`src/rtl/core_pkg.sv`:
```
// rv64 core shared definitions
package core_pkg;

	localparam int xlen = 64;
	localparam int reg_addr_width = 5;
	localparam logic [xlen-1:0] reset_pc = '0;

	localparam logic [6:0] op_imm = 7'b0010011;
	localparam logic [6:0] op_reg = 7'b0110011;
	localparam logic [6:0] op_load = 7'b0000011;
	localparam logic [6:0] op_store = 7'b0100011;
	localparam logic [6:0] op_branch = 7'b1100011;
	// funct7 of SUB
	localparam logic [6:0] funct_sub = 7'b0100000;

	typedef struct packed {
		logic [6:0] funct7;
		logic [4:0] rs2;
		logic [4:0] rs1;
		logic [2:0] funct3;
		logic [4:0] rd;
		logic [6:0] opcode;
	} r_fmt_t;

	typedef struct packed {
		logic [11:0] imm;
		logic [4:0] rs1;
		logic [2:0] funct3;
		logic [4:0] rd;
		logic [6:0] opcode;
	} i_fmt_t;

	typedef struct packed {
		logic [6:0] imm_hi;
		logic [4:0] rs2;
		logic [4:0] rs1;
		logic [2:0] funct3;
		logic [4:0] imm_lo;
		logic [6:0] opcode;
	} s_fmt_t;

	typedef struct packed {
		logic imm12;
		logic [5:0] imm10_5;
		logic [4:0] rs2;
		logic [4:0] rs1;
		logic [2:0] funct3;
		logic [3:0] imm4_1;
		logic imm11;
		logic [6:0] opcode;
	} b_fmt_t;

	// one instruction word, four format views
	typedef union packed {
		r_fmt_t r_fmt;
		i_fmt_t i_fmt;
		s_fmt_t s_fmt;
		b_fmt_t b_fmt;
	} inst_t;

	typedef enum logic [1:0] {
		add,
		sub,
		pass_b
	} alu_op_t;

	typedef enum logic [1:0] {
		from_reg,
		from_mem,
		from_wb
	} fwd_sel_t;

	typedef struct packed {
		logic valid;
		logic [xlen-1:0] pc;
		inst_t inst;
	} if_id_t;

	typedef struct packed {
		logic valid;
		logic [xlen-1:0] pc;
		logic [reg_addr_width-1:0] rs1;
		logic [reg_addr_width-1:0] rs2;
		logic [xlen-1:0] rs1_data;
		logic [xlen-1:0] rs2_data;
		logic [xlen-1:0] imm;
		alu_op_t alu_op;
		logic use_imm;
		logic is_load;
		logic is_store;
		logic is_branch;
		logic rd_wena;
		logic [reg_addr_width-1:0] rd;
	} id_ex_t;

	typedef struct packed {
		logic valid;
		logic [xlen-1:0] pc;
		logic [xlen-1:0] alu_result;
		logic [xlen-1:0] store_data;
		logic is_load;
		logic is_store;
		logic rd_wena;
		logic [reg_addr_width-1:0] rd;
	} ex_me_t;

	typedef struct packed {
		logic valid;
		logic [xlen-1:0] pc;
		logic [xlen-1:0] result;
		logic rd_wena;
		logic [reg_addr_width-1:0] rd;
	} me_wb_t;

	typedef struct packed {
		logic valid;
		logic [xlen-1:0] pc;
		logic rd_wena;
		logic [reg_addr_width-1:0] rd;
		logic [xlen-1:0] data;
	} commit_t;

endpackage
```
`src/rtl/regfile.sv`:
```
// integer register file
`timescale 1ns/100ps

module regfile import core_pkg::*; (
	input logic clock,
	input logic reset,
	input logic [reg_addr_width-1:0] rs1,
	input logic [reg_addr_width-1:0] rs2,
	output logic [xlen-1:0] rs1_data,
	output logic [xlen-1:0] rs2_data,
	input logic wena,
	input logic [reg_addr_width-1:0] waddr,
	input logic [xlen-1:0] wdata
);

	logic [xlen-1:0] regs [32];
	logic write_live;

	// x0 never takes a write
	assign write_live = wena && (waddr != '0);

	always_ff @(posedge clock) begin
		if (reset) begin
			for (int i = 0; i < 32; i++) begin
				regs[i] <= '0;
			end
		end else if (write_live) begin
			regs[waddr] <= wdata;
		end
	end

	// same-cycle write is visible to decode
	assign rs1_data = (rs1 == '0) ? '0 : (write_live && waddr == rs1) ? wdata : regs[rs1];
	assign rs2_data = (rs2 == '0) ? '0 : (write_live && waddr == rs2) ? wdata : regs[rs2];

endmodule

```
`config.mk`:
```
export PLATFORM = sky130hd
export DESIGN_NAME = regfile
export DESIGN_NICKNAME = d
export VERILOG_FILES = /design/src/rtl/core_pkg.sv /design/src/rtl/regfile.sv
export SDC_FILE = /design/constraint.sdc
export NUM_CORES = 2
export LEC_CHECK = 0
export BUFFER_PORTS_ARGS = -buffer_cell sky130_fd_sc_hd__buf_2
export CELL_PAD_IN_SITES_DETAIL_PLACEMENT = 1
export CELL_PAD_IN_SITES_GLOBAL_PLACEMENT = 1
export CORE_ASPECT_RATIO = 2
export CORE_MARGIN = 4
export CORE_UTILIZATION = 54
export CTS_CLUSTER_SIZE = 12
export DETAILED_ROUTE_END_ITERATION = 6
export GPL_TIMING_DRIVEN = 1
export PLACE_DENSITY_LB_ADDON = 0.1
export SYNTH_ARGS = -nofsm -noshare
export SYNTH_HDL_FRONTEND = slang
export SYNTH_SLANG_ARGS = --single-unit
```
`constraint.sdc`:
```
create_clock -name clock -period 3.2 [get_ports clock]
set_clock_uncertainty 0.2 [all_clocks]
set_input_delay 0.16 -clock clock [delete_from_list [all_inputs] [get_ports clock]]
set_output_delay 0.16 -clock clock [all_outputs]
set_load 0.05 [all_outputs]
```
==> results by group <==
Run status
  – Status: finished, violations left
  – Violated checks: negative setup slack

Logic synthesis
  – Top-area cell type share of the netlist area: around 56%
  – Largest cells by area after synthesis: edfxtp_1 56%, mux4_2 17%, and2_1 11%
  – Mapped cell area: roughly 110000 um^2
  – Post-synthesis cell type count: 69
  – Yosys reg bits: 2048
  – Syn Area/Cell: 14.9 um^2
  – Cells after Synth: ~7.4k
  – Seq/Total Area, Yosys: between 50 and 60%
  – Post-synth EDFFs: between 2k and 2.5k
  – Yosys warns: 0
  – Post-synth top area cell: edfxtp_1
  – Ys flop type: edfxtp_1
  – Async SR Flop Fraction: 0%

Worst setup path
  – Critical Path Source Type: flip-flop
  – Critical path class: reg -> out
  – Critical Path Fanout Max: 2
  – Worst Path Arrival: 3.06 ns
  – CP Capture Type: output pin
  – Req. time, crit path: 2.84 ns

STA
  – Final setup margin: -0.220 ns
  – Final setup fails: 32
  – Fmax: 0.292 GHz
  – Final TNS setup: -1.97 ns
  – RSZ-0062 raised after global routing: true
  – Normalized max-slew margin: about 22%
  – Slew Limit Fails: 0
  – Hold Fails Final Rpt: 0
  – Worst-Margin Slew: 1.17 ns
  – Fin crit share: 107%
  – Hold_ws: 0.0764 ns
  – Post-layout min period: 3.42 ns

Route
  – DRT iter0 DRCs: 15.7k
  – WL per Instance: between 40 and 50 um
  – Via/cell ratio: 7.90
  – Routed Antenna Nets: 0
  – DRC viols: 0
  – Vias: 83.3k
  – Total iterations of the first detailed-routing run: 7
  – DRT Wirelength: 517000 um

CTS
  – CTS tree: built
  – H-tree depth: 4
  – Clk slew on worst S/H paths: 0.06 ns
  – Num Clock Sinks: between 2k and 2.5k
  – CTS root buffer: clkbuf_16
  – CTS max path bufs: 4
  – TritonCTS buffer count: around 200

Layout
  – Non-Filler Instances: 10.5k
  – Reg with most FFs: regs
  – Biggest regs: regs (2048)
  – Most common cell after layout, fill and taps aside: edfxtp_1
  – Final Net Count: 7810
  – Max FFs per register: 2048
  – Most frequent cells in the layout: 2048 x edfxtp_1, 1987 x and2_1, 849 x mux4_2
  – # fillers: 17.9k
  – Share of layout cells above drive strength 1: 29.4%
  – Core Util, Final: a little over three fifths
  – Area growth, synth to finish: 15.9%

Global route
  – Largest net degree at the start of global routing: 96
  – Vias in the first global route: about 84k
  – Overall Global Routing Usage: 48.4%
  – Initial antenna violation count: 71
  – First-pass GRT wire length: 694000 um
  – GRT overflow: 0

Power and ir drop
  – Power density over cell area: a little over 500 nW/um^2
  – Leakage power: 44.3 nW
  – Max VDD drop: between 400 and 500 uV

Job
  – Max Cap Viol: 0

Floorplanning
  – Rows: 233
  – Starting Density: 54.3%
  – Die width: 327 um
  – Boundary pin count: 210
  – Total core area: 202000 um^2
  – Die ar.: about 210000 um^2
  – Die Y: 645 um

Place
  – Port Buf Inserts: 209
  – Placed cells: 10.2k
  – GP Congestion: between 0.9 and 1
  – Pre-CTS WS: -0.163 ns
  – DP Wirelength: 312000 um

Min path
  – Min-Delay Path Class: in -> reg
==> report_power, final <==
group | total, mW | internal, mW | switching (mW) | leakage, nW
sequential | 31.9 | 31.0 | 0.915 | 19.5
clock | 21.7 | 11.3 | 10.4 | 2.58
combinational | 11.5 | 4.47 | 6.98 | 22.2
total | 65.1 | 46.8 | 18.3 | 44.3
==> synthesized netlist by cell type (16+ instances only) <==
| master | count |
|---|---|
| edfxtp_1 | 2048 |
| and2_1 | 1987 |
| mux4_2 | 849 |
| clkbuf_1 | 565 |
| mux2i_1 | 286 |
| o22ai_1 | 189 |
| buf_2 | 119 |
| nor2_1 | 117 |
| mux2_2 | 98 |
| nand2_1 | 98 |
| a22oi_1 | 89 |
| a21oi_1 | 80 |
| buf_4 | 68 |
| a22o_1 | 62 |
| o221ai_1 | 60 |
| o21ai_0 | 59 |
| a221oi_1 | 58 |
| nor3_1 | 55 |
| buf_6 | 49 |
| o211ai_1 | 40 |
| or2_2 | 37 |
| o21ai_1 | 26 |
| a221o_1 | 23 |
| buf_1 | 23 |
| a31oi_1 | 21 |
| a221oi_2 | 20 |
| o41ai_2 | 20 |
| o21a_1 | 19 |
| nor2b_1 | 18 |
| nand3_1 | 17 |
| nor4_1 | 16 |
==> layer usage <==
layer  up-vias  GRT usage, %  share of wire [%]  wire, um
li1      29100             -                  -         -
met1     42100          54.8                 29    151000
met2      8958          73.2                 45    230000
met3      3096          14.0                 14     73400
met4        18          46.2                 12     62200
met5         -             0              0.026       132
==> cell type report <==
| class | instances | area (um^2) | area share (%) |
|---|---|---|---|
| Antenna cell | 62 | 155 | 0.122 |
| Inverter | 7 | 26.3 | 0.0207 |
| Clock buffer | 239 | 5220 | 4.11 |
| Clock inverter | 16 | 77.6 | 0.0611 |
| Tap cell | 2702 | 3380 | 2.66 |
| Sequential cell | 2048 | 61500 | 48.4 |
| Timing Repair Buffer | 923 | 10600 | 8.37 |
| Multi-Input combinational cell | 4547 | 46000 | 36.2 |
==> cell families (layout without fill, tap and decap cells) <==
logic type | count (synthesis) | after routing | synth area share (%)
flops | 2048 | 2048 | 56.1
mux | 1233 | 1233 | 21.1
buf+inv | 839 | 1185 | 3.65
simple gates | 2397 | 2397 | 13.2
compound gates | 843 | 843 | 5.86
xor+xnor | 10 | 10 | 0.0799
other cells | 1 | 126 | 0.00342
==> worst paths after layout <==
path | from | to | slack, ns | depth (start not counted)
max | regs[28][8] | rs1_data[8] | -0.22 | 6
min | waddr[2] | regs[28][53] | 0.08 | 5
==> critical path, stage by stage, from the launching register on <==
cell and delay (ns):
edfxtp_1 0.40, mux4_2 0.50, o21a_4 0.26, a2111oi_4 0.53, buf_4 0.24, a21oi_4 0.06
clkbuf_16 0.19
==> per-stage QoR <==
stage	power [mW]	instance area (um^2)
2_1_floorplan	37.8	110000
3_3_place_gp	42.7	119000
3_5_place_dp	43.0	119000
4_1_cts	64.5	127000
5_1_grt	66.0	127000
6_report	65.1	127000
==> timing repair <==
item	CTS	global route
setup endpoints to repair	74	37
setup buffers	15	5
hold buffers	68	0
endpoints found under the hold margin	2048	0
pin swaps	73	18
gates resized for setup	193	47
No activity file was read; power rests on OpenSTA's default activity.
