`src/rtl/core_pkg.sv`:
```
// rv64 core shared definitions
package core_pkg;

	localparam int xlen = 64;
	localparam int reg_addr_width = 5;
	localparam logic [xlen-1:0] reset_pc = '0;

	localparam logic [6:0] op_imm = 7'b0010011;
	localparam logic [6:0] op_reg = 7'b0110011;
	localparam logic [6:0] op_load = 7'b0000011;
	localparam logic [6:0] op_store = 7'b0100011;
	localparam logic [6:0] op_branch = 7'b1100011;
	// funct7 of SUB
	localparam logic [6:0] funct_sub = 7'b0100000;

	typedef struct packed {
		logic [6:0] funct7;
		logic [4:0] rs2;
		logic [4:0] rs1;
		logic [2:0] funct3;
		logic [4:0] rd;
		logic [6:0] opcode;
	} r_fmt_t;

	typedef struct packed {
		logic [11:0] imm;
		logic [4:0] rs1;
		logic [2:0] funct3;
		logic [4:0] rd;
		logic [6:0] opcode;
	} i_fmt_t;

	typedef struct packed {
		logic [6:0] imm_hi;
		logic [4:0] rs2;
		logic [4:0] rs1;
		logic [2:0] funct3;
		logic [4:0] imm_lo;
		logic [6:0] opcode;
	} s_fmt_t;

	typedef struct packed {
		logic imm12;
		logic [5:0] imm10_5;
		logic [4:0] rs2;
		logic [4:0] rs1;
		logic [2:0] funct3;
		logic [3:0] imm4_1;
		logic imm11;
		logic [6:0] opcode;
	} b_fmt_t;

	// one instruction word, four format views
	typedef union packed {
		r_fmt_t r_fmt;
		i_fmt_t i_fmt;
		s_fmt_t s_fmt;
		b_fmt_t b_fmt;
	} inst_t;

	typedef enum logic [1:0] {
		add,
		sub,
		pass_b
	} alu_op_t;

	typedef enum logic [1:0] {
		from_reg,
		from_mem,
		from_wb
	} fwd_sel_t;

	typedef struct packed {
		logic valid;
		logic [xlen-1:0] pc;
		inst_t inst;
	} if_id_t;

	typedef struct packed {
		logic valid;
		logic [xlen-1:0] pc;
		logic [reg_addr_width-1:0] rs1;
		logic [reg_addr_width-1:0] rs2;
		logic [xlen-1:0] rs1_data;
		logic [xlen-1:0] rs2_data;
		logic [xlen-1:0] imm;
		alu_op_t alu_op;
		logic use_imm;
		logic is_load;
		logic is_store;
		logic is_branch;
		logic rd_wena;
		logic [reg_addr_width-1:0] rd;
	} id_ex_t;

	typedef struct packed {
		logic valid;
		logic [xlen-1:0] pc;
		logic [xlen-1:0] alu_result;
		logic [xlen-1:0] store_data;
		logic is_load;
		logic is_store;
		logic rd_wena;
		logic [reg_addr_width-1:0] rd;
	} ex_me_t;

	typedef struct packed {
		logic valid;
		logic [xlen-1:0] pc;
		logic [xlen-1:0] result;
		logic rd_wena;
		logic [reg_addr_width-1:0] rd;
	} me_wb_t;

	typedef struct packed {
		logic valid;
		logic [xlen-1:0] pc;
		logic rd_wena;
		logic [reg_addr_width-1:0] rd;
		logic [xlen-1:0] data;
	} commit_t;

endpackage
```
`src/rtl/decode_unit.sv`:
```
// instruction decode stage
`timescale 1ns/100ps

module decode_unit import core_pkg::*; (
	input logic clock,
	input logic reset,
	input logic stall,
	input logic redirect,
	input if_id_t if_id,
	output logic [reg_addr_width-1:0] rs1,
	output logic [reg_addr_width-1:0] rs2,
	input logic [xlen-1:0] rs1_data,
	input logic [xlen-1:0] rs2_data,
	output id_ex_t id_ex
);

	id_ex_t dec;
	logic [6:0] opcode;

	assign opcode = if_id.inst.r_fmt.opcode;
	assign rs1 = if_id.inst.r_fmt.rs1;
	assign rs2 = if_id.inst.r_fmt.rs2;

	always_comb begin
		dec = '0;
		dec.valid = if_id.valid;
		dec.pc = if_id.pc;
		dec.rs1 = rs1;
		dec.rs2 = rs2;
		dec.rs1_data = rs1_data;
		dec.rs2_data = rs2_data;
		dec.alu_op = add;
		case (opcode)
			op_imm: begin
				dec.imm = {{(xlen-12){if_id.inst.i_fmt.imm[11]}}, if_id.inst.i_fmt.imm};
				dec.use_imm = 1'b1;
				dec.rd_wena = 1'b1;
			end
			op_reg: begin
				if (if_id.inst.r_fmt.funct7 == funct_sub)
					dec.alu_op = sub;
				dec.rd_wena = 1'b1;
			end
			op_load: begin
				dec.imm = {{(xlen-12){if_id.inst.i_fmt.imm[11]}}, if_id.inst.i_fmt.imm};
				dec.use_imm = 1'b1;
				dec.is_load = 1'b1;
				dec.rd_wena = 1'b1;
			end
			op_store: begin
				dec.imm = {{(xlen-12){if_id.inst.s_fmt.imm_hi[6]}},
					if_id.inst.s_fmt.imm_hi, if_id.inst.s_fmt.imm_lo};
				dec.use_imm = 1'b1;
				dec.is_store = 1'b1;
			end
			op_branch: begin
				dec.imm = {{(xlen-13){if_id.inst.b_fmt.imm12}}, if_id.inst.b_fmt.imm12,
					if_id.inst.b_fmt.imm11, if_id.inst.b_fmt.imm10_5,
					if_id.inst.b_fmt.imm4_1, 1'b0};
				dec.alu_op = sub;
				dec.is_branch = 1'b1;
			end
			// anything else retires as a no-op
			default: dec.alu_op = pass_b;
		endcase
		// rd only reported when written
		if (dec.rd_wena)
			dec.rd = if_id.inst.r_fmt.rd;
	end

	always_ff @(posedge clock) begin
		if (reset || stall || redirect) begin
			// bubble
			id_ex.valid <= 1'b0;
			id_ex.is_load <= 1'b0;
			id_ex.is_store <= 1'b0;
			id_ex.is_branch <= 1'b0;
			id_ex.rd_wena <= 1'b0;
		end else begin
			id_ex <= dec;
		end
	end

endmodule

```
`config.mk`:
```
export PLATFORM = sky130hd
export DESIGN_NAME = decode_unit
export DESIGN_NICKNAME = d
export VERILOG_FILES = /design/src/rtl/core_pkg.sv /design/src/rtl/decode_unit.sv
export SDC_FILE = /design/constraint.sdc
export NUM_CORES = 1
export LEC_CHECK = 0
export BUFFER_PORTS_ARGS = -buffer_cell sky130_fd_sc_hd__buf_4
export CAP_MARGIN = 20
export CELL_PAD_IN_SITES_DETAIL_PLACEMENT = 1
export CELL_PAD_IN_SITES_GLOBAL_PLACEMENT = 2
export CORE_AREA = 2 2 201 203
export DETAILED_ROUTE_END_ITERATION = 6
export DIE_AREA = 0 0 203 205
export PLACE_DENSITY = 0.72
export SETUP_SLACK_MARGIN = 0.15
export SLEW_MARGIN = 20
export SYNTH_ARGS = -nofsm -noshare
export SYNTH_HDL_FRONTEND = slang
export SYNTH_SLANG_ARGS = --single-unit
```
`constraint.sdc`:
```
create_clock -name clock -period 25.3 [get_ports clock]
set_input_delay 5.06 -clock clock [delete_from_list [all_inputs] [get_ports clock]]
set_output_delay 5.06 -clock clock [all_outputs]
set_load 0.01 [all_outputs]
```
==> impl_metrics.json <==
{
  "synth_cells": 333,
  "io_buffers": 514,
  "rsz0062_at_grt": "false",
  "fin_crit_sh": 0.411,
  "status": "finished clean",
  "startpoint": "if_id[21]",
  "grt_overflow": 0,
  "wl_per_cell_um": 18.8,
  "cts-hold-fix-buffers": 0,
  "required_ps": 20240,
  "ios": 518,
  "initial_utilization": 0.193,
  "pwr-share-clk": 0.434,
  "core_area_sq_um": 39400,
  "routed_via_density": 3.59,
  "wl_mm": 25.7,
  "grt_usage": 0.113,
  "layout_common_cells": "buf_4 (517), edfxtp_1 (223), clkbuf_16 (29)",
  "endpoint": "rs2[1]",
  "largest_register_ffs": 228,
  "crit_path_top_delay_cell": "buf_4",
  "max_slew_margin": 0.360,
  "finalHoldViolations": 0,
  "routabilityCongestion": 0.742,
  "ys_warn_count": 0,
  "hpwl_mm": 19.7,
  "async_flop_share": 0,
  "final_nets": 1047,
  "fp.dieArea_sq_um": 41600,
  "rows": 73,
  "critPathBufInv": 2,
  "dpl.cell_count": 1313,
  "worstPathCellList": "buf_4, buf_4",
  "grt_pass1_vias": 5010,
  "num_vias": 4896,
  "drtPass1Iterations": 4,
  "layout-drive-gt1-share": 0.670,
  "areaGrowthSynthToFinish_pct": 66.1,
  "ys_types": 29,
  "final_area_sq_um": 12600,
  "worst_pin_slew_ps": 960,
  "path_max_fanout": 3,
  "cts_tree": "done",
  "synth_edf_count": 223,
  "synthFlopType": "edfxtp_1",
  "cts_resized": 0,
  "maxCapViolations": 0,
  "antenna_cells": 0,
  "vdd_drop_max_mv": 0.0436,
  "netlist_area_sq_um": 7580,
  "cts_buffers": 28,
  "critPathLaunchType": "primary input",
  "holdWs_ps": 4690,
  "p_int_mw": 0.723,
  "swShare": 0.214,
  "synth_fp_nets": 562,
  "hold_path_class": "in2reg",
  "post-route-util": 0.320,
  "crit_cells": 2,
  "synth_top_area_cell": "edfxtp_1",
  "chipHeight_um": 205,
  "power_density_nw_per_um2": 73.1,
  "worstSetupPathType": "in2out",
  "drtIter0Drc": 237,
  "power_switching_mw": 0.197,
  "antenna_found_initial": 1,
  "crit_top_cell": "buf_4",
  "syn_avg_cell_area_sq_um": 22.8,
  "synth_area_leaders": "edfxtp_1 (88%), buf_4 (6.0%), dfxtp_1 (1.3%)",
  "cts_setup_buffers": 0,
  "htree_num_levels": 1,
  "reg.largest.list": "id_ex x228",
  "cp_slowest_stage_delay_ps": 140,
  "clk_pin_slew_ps": 60,
  "yosysSeqAreaShare": 0.897,
  "largest-register": "id_ex",
  "critPathTopFamily": "buffers and inverters",
  "placed_area_sq_um": 11700,
  "cts.sinks": 228,
  "final_common_cell": "buf_4",
  "cts-root-buf": "clkbuf_16",
  "drc": 0,
  "p_leak_nw": 5.07,
  "chipWidth_um": 203,
  "end_kind": "primary output",
  "synth_top_area_frac": 0.883,
  "p_comb_frac": 0.088,
  "fin_tns_setup_ps": 0,
  "grt_pass1_wl_mm": 34.3,
  "slew_viol_final": 0,
  "cts.path.max_buffers": 3,
  "setup_viol": 0,
  "fmax_mhz": 96.2,
  "p_seq_frac": 0.478,
  "final_antenna_net_count": 0,
  "fin_crit_ps": 10400,
  "cp.arrival_ps": 5340,
  "grt_max_degree": 158,
  "final_cell_count_no_fill": 1365,
  "ys_seq_elements": 228
}
[routing by layer]
| metal | global-route usage | part of all wire | vias to the layer above | wire (um) |
|---|---|---|---|---|
| li1 | - | - | 2199 | - |
| met1 | 0.127 | 0.36 | 2405 | 9170 |
| met2 | 0.202 | 0.53 | 245 | 13700 |
| met3 | 0.0360 | 0.084 | 45 | 2160 |
| met4 | 0.0414 | 0.025 | 2 | 636 |
| met5 | 0 | 0.00051 | - | 13 |
[cell usage after synthesis, types with 2 or more instances]
master    instances
edfxtp_1        223
buf_4            61
and3_1            2
a22o_1            4
nor2_1            2
nor3_1            2
dfxtp_1           5
nor2b_1           7
and2_1            7
[layout make-up]
| type | count | area, sq um |
|---|---|---|
| Fill cell | 4196 | 26800 |
| Clock inverter | 16 | 158 |
| Timing Repair Buffer | 518 | 3900 |
| Multi-Input combinational cell | 41 | 312 |
| Sequential cell | 228 | 6800 |
| Tap cell | 525 | 657 |
| Clock buffer | 36 | 762 |
| Inverter | 1 | 3.75 |
[kinds of logic after synthesis]
| kind of cell | share of synthesized area |
|---|---|
| and+or+nand+nor | 0.0299 |
| AOI/OAI and AO/OA | 0.0106 |
| buffers and inverters | 0.0629 |
| DFF | 0.897 |
[through the flow]
step | power (mW) | setup slack (ps)
finish | 0.920 | 14900
global route | 0.955 | 14900
CTS | 0.939 | 14900
detailed placement | 0.530 | 14900
global placement | 0.528 | 14900
floorplan | 0.476 | 3450
[power groups by stage]
stage	Combinational (mW)	Clock, mW	Sequential [mW]
CTS	0.0830	0.416	0.440
floorplan	0.0134	0	0.462
finish	0.0813	0.399	0.440
global route	0.0863	0.428	0.441
detailed placement	0.0830	0	0.447
global placement	0.0810	0	0.447
[how the worst min path moves through the flow]
stage               depth (start not counted)    endpoint    startpoint
detailed placement                          1  id_ex[177]  rs1_data[37]
global placement                            1  id_ex[274]     if_id[92]
floorplan                                   0  id_ex[100]  rs2_data[24]
global route                                1  id_ex[152]  rs1_data[12]
finish                                      1  id_ex[214]     if_id[32]
CTS                                         1  id_ex[214]     if_id[32]
Power figures use the tool's default switching activity.
