--- config.mk ---
export PLATFORM = sky130hd
export DESIGN_NAME = memory_writeback
export DESIGN_NICKNAME = d
export VERILOG_FILES = /design/src/rtl/core_pkg.sv /design/src/rtl/memory_writeback.sv
export SDC_FILE = /design/constraint.sdc
export NUM_CORES = 1
export LEC_CHECK = 0
export BUFFER_PORTS_ARGS = -buffer_cell sky130_fd_sc_hd__buf_2
export CAP_MARGIN = 20
export CELL_PAD_IN_SITES_DETAIL_PLACEMENT = 1
export CELL_PAD_IN_SITES_GLOBAL_PLACEMENT = 1
export CORE_AREA = 4 4 258 260
export CTS_CLUSTER_SIZE = 30
export DETAILED_ROUTE_END_ITERATION = 12
export DIE_AREA = 0 0 262 264
export GPL_TIMING_DRIVEN = 0
export MAX_ROUTING_LAYER = met4
export PLACE_DENSITY_LB_ADDON = 0.1
export SLEW_MARGIN = 20
export SYNTH_ARGS = -nofsm -noshare
export SYNTH_HDL_FRONTEND = slang
export SYNTH_SLANG_ARGS = --single-unit
--- constraint.sdc ---
create_clock -name clock -period 3.8 [get_ports clock]
set_clock_uncertainty 0.1 [all_clocks]
set_input_delay 0 -clock clock [delete_from_list [all_inputs] [get_ports clock]]
set_output_delay 0 -clock clock [all_outputs]
set_load 0.01 [all_outputs]
--- src/rtl/core_pkg.sv ---
// rv64 core shared definitions
package core_pkg;

	localparam int xlen = 64;
	localparam int reg_addr_width = 5;
	localparam logic [xlen-1:0] reset_pc = '0;

	localparam logic [6:0] op_imm = 7'b0010011;
	localparam logic [6:0] op_reg = 7'b0110011;
	localparam logic [6:0] op_load = 7'b0000011;
	localparam logic [6:0] op_store = 7'b0100011;
	localparam logic [6:0] op_branch = 7'b1100011;
	// funct7 of SUB
	localparam logic [6:0] funct_sub = 7'b0100000;

	typedef struct packed {
		logic [6:0] funct7;
		logic [4:0] rs2;
		logic [4:0] rs1;
		logic [2:0] funct3;
		logic [4:0] rd;
		logic [6:0] opcode;
	} r_fmt_t;

	typedef struct packed {
		logic [11:0] imm;
		logic [4:0] rs1;
		logic [2:0] funct3;
		logic [4:0] rd;
		logic [6:0] opcode;
	} i_fmt_t;

	typedef struct packed {
		logic [6:0] imm_hi;
		logic [4:0] rs2;
		logic [4:0] rs1;
		logic [2:0] funct3;
		logic [4:0] imm_lo;
		logic [6:0] opcode;
	} s_fmt_t;

	typedef struct packed {
		logic imm12;
		logic [5:0] imm10_5;
		logic [4:0] rs2;
		logic [4:0] rs1;
		logic [2:0] funct3;
		logic [3:0] imm4_1;
		logic imm11;
		logic [6:0] opcode;
	} b_fmt_t;

	// one instruction word, four format views
	typedef union packed {
		r_fmt_t r_fmt;
		i_fmt_t i_fmt;
		s_fmt_t s_fmt;
		b_fmt_t b_fmt;
	} inst_t;

	typedef enum logic [1:0] {
		add,
		sub,
		pass_b
	} alu_op_t;

	typedef enum logic [1:0] {
		from_reg,
		from_mem,
		from_wb
	} fwd_sel_t;

	typedef struct packed {
		logic valid;
		logic [xlen-1:0] pc;
		inst_t inst;
	} if_id_t;

	typedef struct packed {
		logic valid;
		logic [xlen-1:0] pc;
		logic [reg_addr_width-1:0] rs1;
		logic [reg_addr_width-1:0] rs2;
		logic [xlen-1:0] rs1_data;
		logic [xlen-1:0] rs2_data;
		logic [xlen-1:0] imm;
		alu_op_t alu_op;
		logic use_imm;
		logic is_load;
		logic is_store;
		logic is_branch;
		logic rd_wena;
		logic [reg_addr_width-1:0] rd;
	} id_ex_t;

	typedef struct packed {
		logic valid;
		logic [xlen-1:0] pc;
		logic [xlen-1:0] alu_result;
		logic [xlen-1:0] store_data;
		logic is_load;
		logic is_store;
		logic rd_wena;
		logic [reg_addr_width-1:0] rd;
	} ex_me_t;

	typedef struct packed {
		logic valid;
		logic [xlen-1:0] pc;
		logic [xlen-1:0] result;
		logic rd_wena;
		logic [reg_addr_width-1:0] rd;
	} me_wb_t;

	typedef struct packed {
		logic valid;
		logic [xlen-1:0] pc;
		logic rd_wena;
		logic [reg_addr_width-1:0] rd;
		logic [xlen-1:0] data;
	} commit_t;

endpackage
--- src/rtl/memory_writeback.sv ---
// data memory access and writeback
`timescale 1ns/100ps

module memory_writeback import core_pkg::*; (
	input logic clock,
	input logic reset,
	input ex_me_t ex_me,
	output logic [xlen-1:0] dmem_addr,
	output logic [xlen-1:0] dmem_wdata,
	output logic dmem_wena,
	input logic [xlen-1:0] dmem_rdata,
	output me_wb_t me_wb,
	output commit_t commit
);

	assign dmem_addr = ex_me.alu_result;
	assign dmem_wdata = ex_me.store_data;
	assign dmem_wena = ex_me.valid && ex_me.is_store;

	always_ff @(posedge clock) begin
		if (reset) begin
			me_wb.valid <= 1'b0;
			me_wb.rd_wena <= 1'b0;
		end else begin
			me_wb.valid <= ex_me.valid;
			me_wb.rd_wena <= ex_me.rd_wena;
			me_wb.pc <= ex_me.pc;
			me_wb.rd <= ex_me.rd;
			me_wb.result <= ex_me.is_load ? dmem_rdata : ex_me.alu_result;
		end
	end

	// retire in the same cycle as the register write
	assign commit.valid = me_wb.valid;
	assign commit.pc = me_wb.pc;
	assign commit.rd_wena = me_wb.rd_wena;
	assign commit.rd = me_wb.rd;
	assign commit.data = me_wb.result;

endmodule

==> metrics.md, run 1 <==
| Metric | Value |
|---|---|
| Post-route setup slack | `about 2.3 ns` |
| Post-synth cell types | `10` |
| FILL cells | `roughly 7500` |
| Worst-path clk slew | `~0.060 ns` |
| Final Setup Violations | `0` |
| Layout net count | `approximately 1600` |
| Wire per inst | `15.18 um` |
| CTS max path bufs | `2` |
| Worst path max stage delay | `~0.54 ns` |
| Pint | `~3500 uW` |
| Pre-CTS WS | `2.298 ns` |
| Cell chain of the critical path | `dlygate4sd3_1 -> buf_2 -> inv_8 -> buf_16` |
| DRT iter0 DRCs | `108` |
| Max VDD drop | `between 0.2 and 0.3 mV` |
| PortBufs | `600` |
| Final hold slack | `0.08469 ns` |
| Setup CP Type | `primary input to register` |
| Ports | `666` |
| Synthesized flop and latch total | `roughly 140` |
| Via density | `2.891` |
| Residual DRC | `0` |
| LEAKAGE | `between 0.006 and 0.007 uW` |
| Initial antenna violation count | `3` |
| Synth Instances | `between 400 and 500` |
| Worst Hold Class | `primary input to output pin` |
| Die width | `262 um` |
| Mapped Avg Cell Area | `approximately 15 sq um` |
| Mapped Nets | `between 700 and 800` |
| Most frequent cell after synthesis | `buf_4` |
| Min Tclk post-route | `approximately 1.5 ns` |
| RSZ-0062 raised after global routing | `no` |
| Switching power | `1302 uW` |
| Clk sinks | `135` |
| Routed Antenna Nets | `0` |
| Final Slew Violations | `0` |
| Worst EP required | `3.81 ns` |
| Gr ovfl total | `0` |
| Largest net degree at the start of global routing | `70` |
| Period utilisation layout | `between 40% and 50%` |
| GRT Total Usage | `about a tenth` |
| Rows | `93` |
| CTS tree | `done` |
| Core ar. | `between 0.06 and 0.07 sq mm` |
| Post-CTS setup buffers | `0` |
| Die height | `264 um` |
| Resize count post-CTS | `0` |
| Register area share after synthesis | `56.75%` |
| CP arrival | `~1.6 ns` |
| Yosys warns | `0` |
| HPWL after DPL | `around 27000 um` |
| Switching Share | `between 20% and 30%` |
| MaxCap Viol Count | `0` |
| Vias in the first global route | `7036` |
| Cell taking the most area after synthesis | `edfxtp_1` |
| EDFF count, synth | `about 130` |
| Share of power burned in registers | `between 30% and 40%` |
| Vias | `~6300` |
| First-pass GRT wire length | `approximately 45000 um` |
| Synth top area cells | `edfxtp_1 (56%), buf_4 (28%), mux2_4 (13%)` |
| Outcome | `completed` |
| Starting Density | `around 11%` |
| Mapped Area | `around 0.007 sq mm` |
| Area Growth Syn to Fin | `94.31%` |
| Crit path max fanout | `69` |
| Top post-synthesis cells by count | `buf_4 (263), edfxtp_1 (133), mux2_4 (60), buf_12 (6), mux2_2 (4)` |
| CTS H-tree depth | `4` |
| Asr flop ratio synth | `0%` |
| Setup crit end kind | `register` |
| CTS Buf Count | `17` |
| Fin. Hold Viols | `0` |
| Routability cong. | `0.7149` |
| Top cell type's share of synthesized area | `between 50 and 60%` |
| FMAX | `651.8 MHz` |
| Largest register FFs | `approximately 140` |
| Clk root buf | `clkbuf_16` |
| Drt pass-1 iters | `4` |
| Actual slew at the worst max-slew pin | `between 0.5 and 0.6 ns` |
| Combinational Power Share | `26.1%` |
| Clock power share | `between 30% and 40%` |
| Setup TNS | `0 ns` |
| Routed WL | `between 30000 and 40000 um` |
| Cell with the largest stage delay on the worst path | `dlygate4sd3_1` |
| PwrDens | `approximately 350 mW/mm^2` |
| Layout cell share with drive strength beyond 1 | `73.85%` |
| Die area | `between 0.06 and 0.07 sq mm` |
| CP startpoint kind | `primary input` |
| Relative slew slack | `62.30%` |
| Commonest register cell after synthesis | `edfxtp_1` |
| WHS Path Cells | `2` |
-- area by class of cell --
type                    instances  area [sq um]  share of cell area [%]
repair buffers                803          5052                   36.58
flip-flops and latches        135          4034                   29.21
plain buffers                 270          2106                   15.25
well taps                     855          1070                   7.745
multi-input cells              67         964.7                   6.984
clock buffers                  22         474.2                   3.433
clock inverters                10         95.09                  0.6885
inverters                       1         11.26                 0.08153
diodes                          2         5.005                 0.03624
-- power by group through the flow --
| stage | registers, uW | clock network [uW] | logic [uW] |
|---|---|---|---|
| finish | 1870 | 1660 | 1250 |
| floorplan | 1950 | 0 | 505 |
| detailed placement | 1910 | 0 | 1090 |
| global route | 1890 | 1820 | 1350 |
| CTS | 1880 | 1790 | 1280 |
| global placement | 1920 | 0 | 1090 |
-- worst max-delay path: cells and delay by family --
family	cells	cell delay, ns
buf+inv	4	1.43
-- routing by layer --
layer / track usage [%] / part of all wire (%)
met1: 8.645 / 34
met2: 17.67 / 56
met3: 3.365 / 8.8
met4: 3.230 / 1.7
met5: - / 0
-- cell usage in the layout, fill, tap and decap left out, drive strengths merged --
cell / count
and2: 1
buf: 871
bufinv: 1
clkbuf: 22
clkinv: 2
clkinvlp: 5
dfxtp: 2
diode: 2
dlygate4sd3: 202
edfxtp: 133
inv: 3
mux2: 64
nor2b: 2
-- what timing repair did --
item                                    CTS  global route
endpoints found under the setup margin    0             0
hold endpoints to repair                167             0
hold buffers                            202             0
-- logic make-up (layout without fill, tap and decap cells) --
logic type	count (synthesis)	in the layout	share of synthesized area, %
simple gates	3	3	0.2641
other cells	0	2	0
mux	64	64	13.31
buf+inv	271	1106	29.68
flops	135	135	56.75
-- final timing paths --
path | start | endpoint
max | reset | commit[5]
min | ex_me[52] | dmem_wdata[44]
-- stage by stage --
stage / cell area [sq um] / instances / total power (uW) / utilization, %
CTS: 13810 / 2163 / 4953 / 21.53
global route: 13810 / 2165 / 5063 / 21.54
finish: 13810 / 2165 / 4783 / 21.54
global placement: 11180 / 1928 / 3010 / 17.44
detailed placement: 11220 / 1929 / 2992 / 17.49
floorplan: 7108 / 473 / 2450 / -
Power figures use the tool's default switching activity.
==> run 2: changes to the inputs <==
==> constraint.sdc (replaced) <==
create_clock -name clock -period 1.4 [get_ports clock]
set_clock_uncertainty 0.1 [all_clocks]
set_input_delay 0 -clock clock [delete_from_list [all_inputs] [get_ports clock]]
set_output_delay 0 -clock clock [all_outputs]
set_load 0.01 [all_outputs]
==> run 2 against run 1 <==
  * Via count grew 0.75%
  * Non-clock buffer count grew 2
  * Worst hold slack is essentially flat
  * Cell area grew 0.11%
  * Sequential share of layout area is essentially flat
  * Critical path depth is the same
  * Clock-buffer cell count shrank 4
  * Flip-flop and latch count is the same
  * Die area is the same
  * First-iteration DRC count grew 38%
  * Routed wire length grew 2.0%
  * Combinational power grew to 2.7 times the previous value
  * Critical endpoint is now commit[12]
==> metrics.md, run 2 (synthesized netlist as in run 1, its figures left out) <==
| Metric | Value |
|---|---|
| Final Slew Violations | `0 (unchanged)` |
| Hold_sp | `ex_me[41]` |
| Grt peak-use layer | `met2` |
| Routed WL | `33520 um (+2.0%)` |
| Drt pass-1 iters | `4 (unchanged)` |
| Clk root buf | `clkbuf_16` |
| MaxCap Viol Count | `0 (unchanged)` |
| Area Growth Syn to Fin | `94.53%` |
| CP startpoint kind | `primary input` |
| CTS max path bufs | `2 (unchanged)` |
| Placed cells | `1933 (+0.21%)` |
| Actual slew at the worst max-slew pin | `0.6101 ns (+0.04459 ns)` |
| Layout cell share with drive strength beyond 1 | `73.83% (about the same)` |
| Die height | `264 um (unchanged)` |
| Setup CP Type | `primary input to register` |
| Met1 GRT Util | `9.127% (+0.48 points)` |
| Clk sinks | `135 (unchanged)` |
| Worst Hold Class | `primary input to output pin` |
| Period utilisation layout | `between 90% and 100%` |
| Largest register FFs | `135 (unchanged)` |
| Residual DRC | `0 (unchanged)` |
| Fin. Hold Viols | `0 (unchanged)` |
| HPWL after DPL | `27930 um (+2.8%)` |
| Routed Antenna Nets | `0 (unchanged)` |
| CP Launch Point | `dmem_rdata[12]` |
| PwrDens | `933.9 mW/mm^2 (+170%)` |
| Die area | `0.06917 sq mm (unchanged)` |
| RSZ-0062 raised after global routing | `no` |
| Worst-path clk slew | `0.06 ns (about the same)` |
| Cell chain of the critical path | `dlygate4sd3_1 -> buf_2 -> mux2_4 -> dlygate4sd3_1` |
| Worst path most repeated cell | `dlygate4sd3_1` |
| Pre-CTS WS | `-0.4479 ns (-2.745 ns)` |
| Vias in the first global route | `7036 (unchanged)` |
| Vias | `6306 (+0.75%)` |
| Switching power | `3477 uW (+170%)` |
| Final Setup Violations | `0 (unchanged)` |
| Cell with the largest stage delay on the worst path | `dlygate4sd3_1` |
| LEAKAGE | `0.006661 uW (about the same)` |
| Switching Share | `26.93% (-0.30 points)` |
| CTS Buf Count | `17 (unchanged)` |
| Setup crit end kind | `register` |
| Outcome | `completed` |
| PortBufs | `600 (unchanged)` |
| Ports | `666 (unchanged)` |
| CTS tree | `done` |
| Final hold slack | `0.08505 ns (+0.0003612 ns)` |
| CTS H-tree depth | `4 (unchanged)` |
| Die width | `262 um (unchanged)` |
| Gr ovfl total | `0 (unchanged)` |
| Diode count | `0 (-2)` |
| Clock power share | `34.2% (-0.6 points)` |
| Leading cell type in the layout, fill and taps excluded | `buf_2` |
| Most frequent cells in the layout | `buf_2 (600), buf_4 (263), dlygate4sd3_1 (200)` |
| DRT iter0 DRCs | `149 (+38%)` |
| Via density | `2.917 (+0.89%)` |
| Core ar. | `0.06412 sq mm (unchanged)` |
| Routability cong. | `0.6952 (-2.8%)` |
| Post-CTS setup buffers | `0 (unchanged)` |
| Routing usage on met2 | `17.99% (+0.33 points)` |
| FMAX | `725.2 MHz` |
| Pint | `9436 uW (+170%)` |
| Starting Density | `11.09% (unchanged)` |
| Max VDD drop | `0.6495 mV (+160%)` |
| Final Instance Count excl. Fillers | `2162 (-0.14%)` |
| CP top delay family | `buffers and inverters` |
| First-pass GRT wire length | `45720 um (+0.64%)` |
| Relative slew slack | `59.24% (-3.1 points)` |
| Worst EP required | `1.50 ns (-2.31 ns)` |
| Combinational Power Share | `26.6% (+0.5 points)` |
| Min Tclk post-route | `1.379 ns` |
| Layout net count | `1564 (+0.13%)` |
| CP bufs+invs | `3 (-1)` |
| Worst path max stage delay | `0.55 ns (about the same)` |
| Resize count post-CTS | `0 (unchanged)` |
| CP arrival | `1.48 ns (-0.07 ns)` |
| Crit path max fanout | `1 (-99%)` |
| GRT Total Usage | `9.455% (+0.094 points)` |
| Largest net degree at the start of global routing | `27 (-61%)` |
| Post-route setup slack | `0.02103 ns (-2.245 ns)` |
| Rows | `93 (unchanged)` |
| Initial antenna violation count | `0 (-3)` |
| Share of power burned in registers | `39.2% (about the same)` |
| Wire per inst | `15.50 um (+2.2%)` |
| Grt met3 use | `2.809% (-0.56 points)` |
| Setup TNS | `0 ns (unchanged)` |
-- run 2: cell types whose count changed in the layout (fill, tap and decap cells not counted) --
| cell | delta |
|---|---|
| inv_8 | -1 |
| inv_6 | -2 |
| buf_12 | +5 |
| clkbuf_8 | -3 |
| bufinv_16 | +1 |
| buf_16 | -1 |
| diode_2 | -2 |
| clkbuf_1 | -1 |
| dlygate4sd3_1 | -2 |
| clkinv_1 | +3 |
-- run 2: stage by stage --
stage | total power [uW] | instance area (sq um) | util [%]
6_report | 12910 | 13830 | 21.57
5_1_grt | 13680 | 13830 | 21.57
4_1_cts | 13330 | 13830 | 21.57
3_5_place_dp | 8152 | 11280 | 17.60
3_3_place_gp | 8158 | 11180 | 17.44
2_1_floorplan | 6645 | 7112 | -
-- run 2: path summary, 6_finish.rpt --
| kind | cells after the start | end | slack (ns) |
|---|---|---|---|
| setup / recovery | 4 | commit[12] | 0.02 |
| hold / removal | 2 | dmem_wdata[33] | 0.09 |
-- run 2: power groups by stage --
stage / registers, uW / logic (uW) / clock network [uW]
finish: 5060 / 3430 / 4420
global route: 5120 / 3690 / 4870
CTS: 5080 / 3530 / 4720
detailed placement: 5160 / 2990 / 0
global placement: 5190 / 2970 / 0
floorplan: 5270 / 1370 / 0
-- run 2: layout make-up --
type	instances	area (sq um)
Fill cell	7477	50290
Timing Repair Buffer	805	5105
Sequential cell	135	4034
Buffer	270	2106
Tap cell	855	1070
Multi-Input combinational cell	67	964.7
Clock buffer	18	429.2
Clock inverter	11	111.4
Inverter	1	7.507
-- run 2: repair_timing --
item                                    CTS  global route
hold buffers                            200             2
endpoints found under the setup margin    0             2
hold endpoints to repair                135             2
-- run 2: metal layers --
layer / vias to the layer above / wire [um]
met5: - / 0
met4: 0 / 390
met3: 19 / 2302
met2: 291 / 19040
met1: 2986 / 11780
li1: 3010 / -
