## config.mk

```make
export PLATFORM = sky130hd
export DESIGN_NAME = fetch_unit
export DESIGN_NICKNAME = d
export VERILOG_FILES = /design/src/rtl/core_pkg.sv /design/src/rtl/fetch_unit.sv
export SDC_FILE = /design/constraint.sdc
export NUM_CORES = 1
export LEC_CHECK = 0
export ABC_CLOCK_PERIOD_IN_PS = 23600
export CORE_UTILIZATION = 50
export DETAILED_ROUTE_END_ITERATION = 10
export DONT_BUFFER_PORTS = 1
export GPL_TIMING_DRIVEN = 1
export PLACE_DENSITY = 0.7
export SLEW_MARGIN = 10
export SYNTH_ARGS = -nofsm -noshare
export SYNTH_HDL_FRONTEND = slang
export SYNTH_SLANG_ARGS = --single-unit
```

## constraint.sdc

```tcl
create_clock -name clock -period 23.6 [get_ports clock]
set_input_delay 2.36 -clock clock [delete_from_list [all_inputs] [get_ports clock]]
set_output_delay 2.36 -clock clock [all_outputs]
set_load 0.02 [all_outputs]
```

## src/rtl/core_pkg.sv

```systemverilog
// rv64 core shared definitions
package core_pkg;

	localparam int xlen = 64;
	localparam int reg_addr_width = 5;
	localparam logic [xlen-1:0] reset_pc = '0;

	localparam logic [6:0] op_imm = 7'b0010011;
	localparam logic [6:0] op_reg = 7'b0110011;
	localparam logic [6:0] op_load = 7'b0000011;
	localparam logic [6:0] op_store = 7'b0100011;
	localparam logic [6:0] op_branch = 7'b1100011;
	// funct7 of SUB
	localparam logic [6:0] funct_sub = 7'b0100000;

	typedef struct packed {
		logic [6:0] funct7;
		logic [4:0] rs2;
		logic [4:0] rs1;
		logic [2:0] funct3;
		logic [4:0] rd;
		logic [6:0] opcode;
	} r_fmt_t;

	typedef struct packed {
		logic [11:0] imm;
		logic [4:0] rs1;
		logic [2:0] funct3;
		logic [4:0] rd;
		logic [6:0] opcode;
	} i_fmt_t;

	typedef struct packed {
		logic [6:0] imm_hi;
		logic [4:0] rs2;
		logic [4:0] rs1;
		logic [2:0] funct3;
		logic [4:0] imm_lo;
		logic [6:0] opcode;
	} s_fmt_t;

	typedef struct packed {
		logic imm12;
		logic [5:0] imm10_5;
		logic [4:0] rs2;
		logic [4:0] rs1;
		logic [2:0] funct3;
		logic [3:0] imm4_1;
		logic imm11;
		logic [6:0] opcode;
	} b_fmt_t;

	// one instruction word, four format views
	typedef union packed {
		r_fmt_t r_fmt;
		i_fmt_t i_fmt;
		s_fmt_t s_fmt;
		b_fmt_t b_fmt;
	} inst_t;

	typedef enum logic [1:0] {
		add,
		sub,
		pass_b
	} alu_op_t;

	typedef enum logic [1:0] {
		from_reg,
		from_mem,
		from_wb
	} fwd_sel_t;

	typedef struct packed {
		logic valid;
		logic [xlen-1:0] pc;
		inst_t inst;
	} if_id_t;

	typedef struct packed {
		logic valid;
		logic [xlen-1:0] pc;
		logic [reg_addr_width-1:0] rs1;
		logic [reg_addr_width-1:0] rs2;
		logic [xlen-1:0] rs1_data;
		logic [xlen-1:0] rs2_data;
		logic [xlen-1:0] imm;
		alu_op_t alu_op;
		logic use_imm;
		logic is_load;
		logic is_store;
		logic is_branch;
		logic rd_wena;
		logic [reg_addr_width-1:0] rd;
	} id_ex_t;

	typedef struct packed {
		logic valid;
		logic [xlen-1:0] pc;
		logic [xlen-1:0] alu_result;
		logic [xlen-1:0] store_data;
		logic is_load;
		logic is_store;
		logic rd_wena;
		logic [reg_addr_width-1:0] rd;
	} ex_me_t;

	typedef struct packed {
		logic valid;
		logic [xlen-1:0] pc;
		logic [xlen-1:0] result;
		logic rd_wena;
		logic [reg_addr_width-1:0] rd;
	} me_wb_t;

	typedef struct packed {
		logic valid;
		logic [xlen-1:0] pc;
		logic rd_wena;
		logic [reg_addr_width-1:0] rd;
		logic [xlen-1:0] data;
	} commit_t;

endpackage
```

## src/rtl/fetch_unit.sv

```systemverilog
// instruction fetch stage
`timescale 1ns/100ps

module fetch_unit import core_pkg::*; (
	input logic clock,
	input logic reset,
	input logic stall,
	input logic redirect,
	input logic [xlen-1:0] redirect_pc,
	output logic [xlen-1:0] imem_addr,
	input logic [31:0] imem_data,
	output if_id_t if_id
);

	logic [xlen-1:0] pc;

	assign imem_addr = pc;

	always_ff @(posedge clock) begin
		if (reset) begin
			pc <= reset_pc;
			if_id.valid <= 1'b0;
		end else if (redirect) begin
			// wrong-path word is dropped
			pc <= redirect_pc;
			if_id.valid <= 1'b0;
		end else if (!stall) begin
			pc <= pc + xlen'(4);
			if_id.valid <= 1'b1;
			if_id.pc <= pc;
			if_id.inst <= imem_data;
		end
	end

endmodule

```

==> metrics.md, run 1 <==
| Metric | Value |
|---|---|
| Outcome | `complete, no violations` |
| Post-synth EDFFs | `96` |
| Synth Area in Simple Gates | `23.00%` |
| Slew headroom | `40.72%` |
| Row count | `42` |
| Worst path cell trace | `and4b_1, nand3_1, nor2_1, a311oi_1, a2111oi_1` |
| Top cell type's share of synthesized area | `between 40% and 50%` |
| DRT Wirelength | `19.15 mm` |
| Pwr per Cell Area | `86.28 nW/um^2` |
| Wire per inst | `24.36 um` |
| Clk_lat worst skew | `430 ps` |
| DRC | `0` |
| Die height | `120.3 um` |
| Logic gate share of total power | `3.3%` |
| Cts-stage hold buffer count | `0` |
| Pleak | `2.468 nW` |
| Initial antenna violation count | `1` |
| Setup Buffers After CTS | `0` |
| P_int | `0.5043 mW` |
| Post-synthesis sequential area ratio | `59.84%` |
| Sw Share | `24.47%` |
| Final Util | `57.52%` |
| WP data arrival | `4270 ps` |
| Global route overflow | `0` |
| Final Total Pwr | `about 0.67 mW` |
| Largest area contributor in the netlist | `edfxtp_1` |
| Final Skew | `7.542 ps` |
| Core box area | `between 10000 and 15000 sq um` |
| CP Buf/Inv Count | `0` |
| Clk pwr share | `44.6%` |
| Crit start category | `input pin` |
| Setup CP Type | `input pin to flop` |
| CP delay by family, top | `simple AND/OR/NAND/NOR gates` |
| Largest net degree at the start of global routing | `79` |
| Iteration count of the initial detailed-routing pass | `5` |
| Die width | `~120 um` |
| Vias/cell | `6.570` |
| Clock Tree Buf Depth | `2` |
| Setup TNS | `0 ps` |
| Root buf cell | `clkbuf_16` |
| Max_cap viols | `0` |
| Least-Margin Pin Slew | `881.1 ps` |
| Synth Area in XOR/XNOR | `3.132%` |
| Main combinational cell family by area after synthesis | `simple AND/OR/NAND/NOR gates` |
| Layout cells sized above 1 | `9.031%` |
| Final setup viols | `0` |
| Via count | `5164` |
| Design Area, Final | `7739 sq um` |
| DP HPWL | `13.48 mm` |
| CP required | `23910 ps` |
| Min Tclk post-route | `3953 ps` |
| I/O pin count | `~260` |
| Nets@finish | `between 600 and 700` |
| Starting Density | `51.97%` |
| Fmax | `253.0 MHz` |
| Synth Flop Type | `edfxtp_1` |
| Yosys cell types | `62` |
| Reg power frac | `52.2%` |
| Max Slew Vio Count | `0` |
| Worst vdd ir | `roughly 51 uV` |
| Switching power | `0.1634 mW` |
| Number of routed nets with antenna violations | `0` |
| Post-CTS Resized | `0` |
| Syn Nets | `between 700 and 800` |
| HP Class | `flop to flop` |
| DRT iter0 DRCs | `467` |
| Port Buffers | `0` |
| Register bit total from synthesis | `between 150 and 200` |
| First-pass GRT wire length | `around 29 mm` |
| CP max-delay cell | `nor2_1` |
| Crit path max fanout | `12` |
| Post-synthesis compound-gate area fraction | `between 9 and 10%` |
| Syn. warnings | `0` |
| CTS tree | `yes` |
| Gpl congestion | `0.8415` |
| Synth Area in Adders | `0.1790%` |
| Fin. Hold Viols | `0` |
| Synth Cell Area | `between 6000 and 7000 sq um` |
| TritonCTS buffer count | `17` |
| Setup crit end kind | `flop` |
| Die footprint | `about 14000 sq um` |
| Vias in the first global route | `4888` |
| CTS clock-pin slew for the worst setup and hold paths | `60 ps` |
| Slowest Stage Delay on Critical Path | `690 ps` |
| Mux cell area share after synthesis | `2.022%` |
| Mapped Avg Cell Area | `11.50 sq um` |
| Fin crit share | `between 10% and 20%` |
| Dpl cells | `753` |
| Tot GR Track Use | `26.55%` |
| Synth async-reset ratio | `0%` |
| Sink Count | `161` |
| Area after DPL | `7094 sq um` |
| P&R area growth vs syn | `10.68%` |
| Top cells by area, synth | `edfxtp_1 (41%), dfxtp_1 (19%), nor2_1 (3.4%)` |
| # H-tree levels | `4` |
| Post-Synthesis Cells | `608` |
| RSZ-0062 raised after global routing | `false` |
| Post-route insts no fill | `about 790` |
cells by family (layout without fill, tap and decap cells):
| logic type | count (synthesis) | count (layout) |
|---|---|---|
| muxes | 14 | 14 |
| DFF | 161 | 161 |
| and+or+nand+nor | 274 | 274 |
| adders and majority gates | 1 | 1 |
| other | 0 | 1 |
| AOI/OAI and AO/OA | 86 | 86 |
| xor gates and xnor gates | 25 | 25 |
| buffers and inverters | 47 | 48 |
cells in the mapped netlist (4+ instances only):
cell type,n
o31ai_1,8
nor2b_1,5
o21ai_1,4
o21ai_0,7
nand4_1,27
dfxtp_1,65
a2111oi_1,4
a2111oi_0,4
or4_1,12
o211ai_1,5
a211oi_1,23
edfxtp_1,96
or3_1,10
and3_1,11
nor3_1,22
nor4_2,4
a311oi_1,13
and4_1,19
and2_1,5
nor4_1,12
inv_1,13
a21oi_1,11
nor2_1,64
clkbuf_1,23
nor3b_1,4
nand3_1,23
xnor2_1,16
buf_1,4
nand2_1,31
mux2i_1,13
xor2_1,9
buf_2,5
cell usage in the layout, fill, tap and decap left out, drive strengths merged, types with 10 or more instances in the layout:
master and n:
a211oi 23, a21oi 11, a311oi 13, and3 11, and4 19, clkbuf 18, dfxtp 65, edfxtp 96
inv 17, mux2i 13, nand2 32, nand3 24, nand4 30, nor2 65, nor3 24, nor4 17
o21ai 11, or3 10, or4 14, xnor2 16
power by group through the flow:
stage,logic [mW],clock network (mW),registers [mW]
global placement,0.0211,0,0.354
CTS,0.0220,0.302,0.348
global route,0.0244,0.312,0.350
floorplan,0.0214,0,0.347
finish,0.0217,0.298,0.348
detailed placement,0.0217,0,0.354
registers in the layout, summed over array words and instances (netlist names):
register,count
if_id,97
imem_addr,64
worst min-delay path: stages (launching register included):
cell	delay, ps
dfxtp_1	380
inv_1	80
a211oi_1	60
routing by layer:
| metal | wire [um] | vias up | global-route usage [%] |
|---|---|---|---|
| li1 | - | 2340 | - |
| met1 | 7618 | 2476 | 32.62 |
| met2 | 9138 | 313 | 42.74 |
| met3 | 1895 | 35 | 8.915 |
| met4 | 494 | 0 | 11.19 |
| met5 | 0 | - | 0 |
stage by stage:
step,hold WS (ps),setup WS [ps]
CTS,559.4,19680
global route,587.7,19480
finish,563.2,19650
global placement,540.9,19340
floorplan,530.7,13590
detailed placement,549.3,19230
layout make-up:
| type | count | area, sq um |
|---|---|---|
| Antenna cell | 1 | 2.502 |
| Fill cell | 1137 | 5714 |
| Clock buffer | 18 | 439.2 |
| Clock inverter | 14 | 202.7 |
| Sequential cell | 161 | 4184 |
| Timing Repair Buffer | 3 | 22.52 |
| Tap cell | 176 | 220.2 |
| Multi-Input combinational cell | 400 | 2619 |
| Inverter | 13 | 48.80 |
final timing paths:
kind / start / cells past startpoint / slack [ps] / to
setup / recovery: stall / 5 / 19650 / imem_addr[31]
hold reg to reg: if_id[96] / 2 / 560 / if_id[96]
setup reg to reg: imem_addr[14] / 5 / 20500 / imem_addr[31]
hold / removal: if_id[96] / 2 / 560 / if_id[96]
(Power assumes the default switching activity.)
==> run 2: changes to the inputs <==
- ABC_CLOCK_PERIOD_IN_PS: 23600 -> 3970
- clock period: 23.6 -> 3.97 ns (I/O delays scaled with it)
==> run 2 against run 1 <==
Via count grew 0.35%. Critical path type is now flop to flop. Sequential cell count is the same. Combinational power grew to 6.2 times the previous value. Cell count grew 0.13%.
==> metrics.md, run 2 (synthesis results as in run 1) <==
| Metric | Value |
|---|---|
| Nets@finish | `699 (+0.29%)` |
| First-pass GRT wire length | `28.74 mm (+0.56%)` |
| Design Area, Final | `7710 sq um (-0.37%)` |
| Hold Slack | `45.54 ps (-517.6 ps)` |
| Cts-stage hold buffer count | `0 (unchanged)` |
| WP data arrival | `3340 ps (-930 ps)` |
| Starting Density | `51.97% (unchanged)` |
| Fill count | `1114 (-2.0%)` |
| Hold Startpoint | `reset` |
| Reg power frac | `53.6% (+1.4 points)` |
| Metal-1 WL | `7.775 mm (+2.1%)` |
| # H-tree levels | `4 (unchanged)` |
| R2R Setup Slk | `930 ps (-19570 ps)` |
| Setup crit end kind | `flop` |
| Max Used Layer | `met4` |
| Area after DPL | `7116 sq um (+0.30%)` |
| Crit start category | `flop` |
| Setup Buffers After CTS | `0 (unchanged)` |
| Hold endpoint | `imem_addr[56]` |
| Worst path cell trace | `nand4_2, or4_4, nor2_1, a311oi_1, a2111oi_1` |
| Pleak | `2.456 nW (-0.48%)` |
| Gpl congestion | `0.8807 (+4.7%)` |
| Biggest register | `if_id` |
| Min Tclk post-route | `3042 ps` |
| Setup TNS | `0 ps (unchanged)` |
| Via count | `5182 (+0.35%)` |
| RSZ-0062 raised after global routing | `false` |
| Largest net degree at the start of global routing | `79 (unchanged)` |
| Most frequent cells in the layout | `edfxtp_1 (96), dfxtp_1 (65), nor2_1 (64)` |
| Root buf cell | `clkbuf_16` |
| TritonCTS buffer count | `17 (unchanged)` |
| Layout cells sized above 1 | `8.838% (-0.19 points)` |
| DRT Wirelength | `19.41 mm (+1.4%)` |
| DP HPWL | `13.77 mm (+2.2%)` |
| CP delay by family, top | `simple AND/OR/NAND/NOR gates` |
| Max Slew Vio Count | `0 (unchanged)` |
| Number of routed nets with antenna violations | `0 (unchanged)` |
| Logic gate share of total power | `3.5% (+0.2 points)` |
| DRC | `0 (unchanged)` |
| Fmax | `328.7 MHz` |
| CTS clock-pin slew for the worst setup and hold paths | `60 ps (about the same)` |
| CP max-delay cell | `or4_4` |
| Die width | `120.3 um (unchanged)` |
| HP Class | `input pin to flop` |
| Fin. Hold Viols | `0 (unchanged)` |
| Core box area | `13450 sq um (unchanged)` |
| Initial antenna violation count | `0 (-1)` |
| Slew headroom | `38.97% (-1.8 points)` |
| Port Buffers | `0 (unchanged)` |
| Sink Count | `161 (unchanged)` |
| Final setup viols | `0 (unchanged)` |
| CP required | `4270 ps (-19640 ps)` |
| Inserted Diodes | `0 (-1)` |
| Final Skew | `10.11 ps (+2.564 ps)` |
| Post-CTS Resized | `0 (unchanged)` |
| Die footprint | `14460 sq um (unchanged)` |
| Dpl cells | `755 (+0.27%)` |
| Wire per inst | `24.66 um (+1.2%)` |
| Worst vdd ir | `313.5 uV (+510%)` |
| Clk_lat worst skew | `430 ps (about the same)` |
| Vias in the first global route | `4881 (-0.14%)` |
| Slowest Stage Delay on Critical Path | `760 ps (+70 ps)` |
| CP Buf/Inv Count | `0 (unchanged)` |
| Pwr per Cell Area | `499.5 nW/um^2 (+480%)` |
| Least-Margin Pin Slew | `907.1 ps (+26.03 ps)` |
| Crit path max fanout | `20 (+8)` |
| Post-route insts no fill | `787 (+0.13%)` |
| Clk pwr share | `42.9% (-1.7 points)` |
| Hold depth | `1 (-1)` |
| I/O pin count | `261 (unchanged)` |
| Tot GR Track Use | `26.73% (+0.18 points)` |
| Clock Tree Buf Depth | `2 (unchanged)` |
| Global route overflow | `0 (unchanged)` |
| Worst r2r path cells | `5 (unchanged)` |
| Flip-flop count of the largest register after layout | `97 (unchanged)` |
| Reg-to-Reg Start | `imem_addr[15]` |
| Setup CP Type | `flop to flop` |
| P_int | `2.910 mW (+480%)` |
| Row count | `42 (unchanged)` |
| Switching power | `0.9414 mW (+480%)` |
| Max_cap viols | `0 (unchanged)` |
| Outcome | `complete, no violations` |
| Vias/cell | `6.584 (+0.22%)` |
| Die height | `120.3 um (unchanged)` |
| CP Launch Point | `imem_addr[15]` |
| P&R area growth vs syn | `10.27%` |
| Commonest non-fill, non-tap cell in the layout | `edfxtp_1` |
| DRT iter0 DRCs | `526 (+13%)` |
| Fin crit share | `between 70% and 80%` |
| Sw Share | `24.45% (about the same)` |
| Met2 wire length | `9.275 mm (+1.5%)` |
| Iteration count of the initial detailed-routing pass | `5 (unchanged)` |
| Metal3 WL | `1.848 mm (-2.5%)` |
| CTS tree | `yes` |
| Reg-to-reg endpoint | `imem_addr[31]` |
[run 2: changes by cell type in the layout (fill, tap and decap cells not counted)]
cell / change
inv_8: -1
diode_2: -1
nor3_4: +1
nor3_2: -1
clkinv_1: +1
clkbuf_8: -1
clkbuf_1: +2
bufinv_16: -1
buf_4: +2
inv_6: -1
clkinv_2: +1
[run 2: worst max path at each step]
stage | end | slack (ps) | cells after the start
after floorplan | if_id[0] | 550 | 2
after global placement | imem_addr[31] | 1140 | 5
after detailed placement | imem_addr[31] | 1010 | 5
after CTS | imem_addr[31] | 1000 | 5
after global routing | imem_addr[31] | 800 | 5
final | imem_addr[31] | 930 | 5
[run 2: through the flow]
stage	worst slack [ps]	utilization, %	power (mW)
floorplan	545.1	-	2.186
finish	928.1	57.31	3.851
global route	802.2	57.31	3.954
global placement	1144	52.89	2.223
detailed placement	1009	52.89	2.233
CTS	999.1	57.31	3.868
[run 2: final cells by class]
type                            count  area (sq um)  area share (%)
Multi-Input combinational cell    400          2625           34.05
Inverter                           13         48.80          0.6329
Sequential cell                   161          4184           54.27
Tap cell                          176         220.2           2.856
Clock inverter                     13         161.4           2.093
Clock buffer                       19         432.9           5.615
Timing Repair Buffer                5         37.54          0.4869
[run 2: power by group through the flow]
stage,registers [mW],clock network (mW),logic (mW)
after floorplan,2.06,0,0.128
after global placement,2.09,0,0.129
after detailed placement,2.10,0,0.134
after CTS,2.06,1.67,0.135
after global routing,2.08,1.73,0.150
final,2.06,1.65,0.135
[run 2: per-layer routing]
| metal | GRT usage, % | up-vias |
|---|---|---|
| li1 | - | 2327 |
| met1 | 33.46 | 2500 |
| met2 | 42.78 | 309 |
| met3 | 8.632 | 46 |
| met4 | 10.88 | 0 |
| met5 | 0 | - |
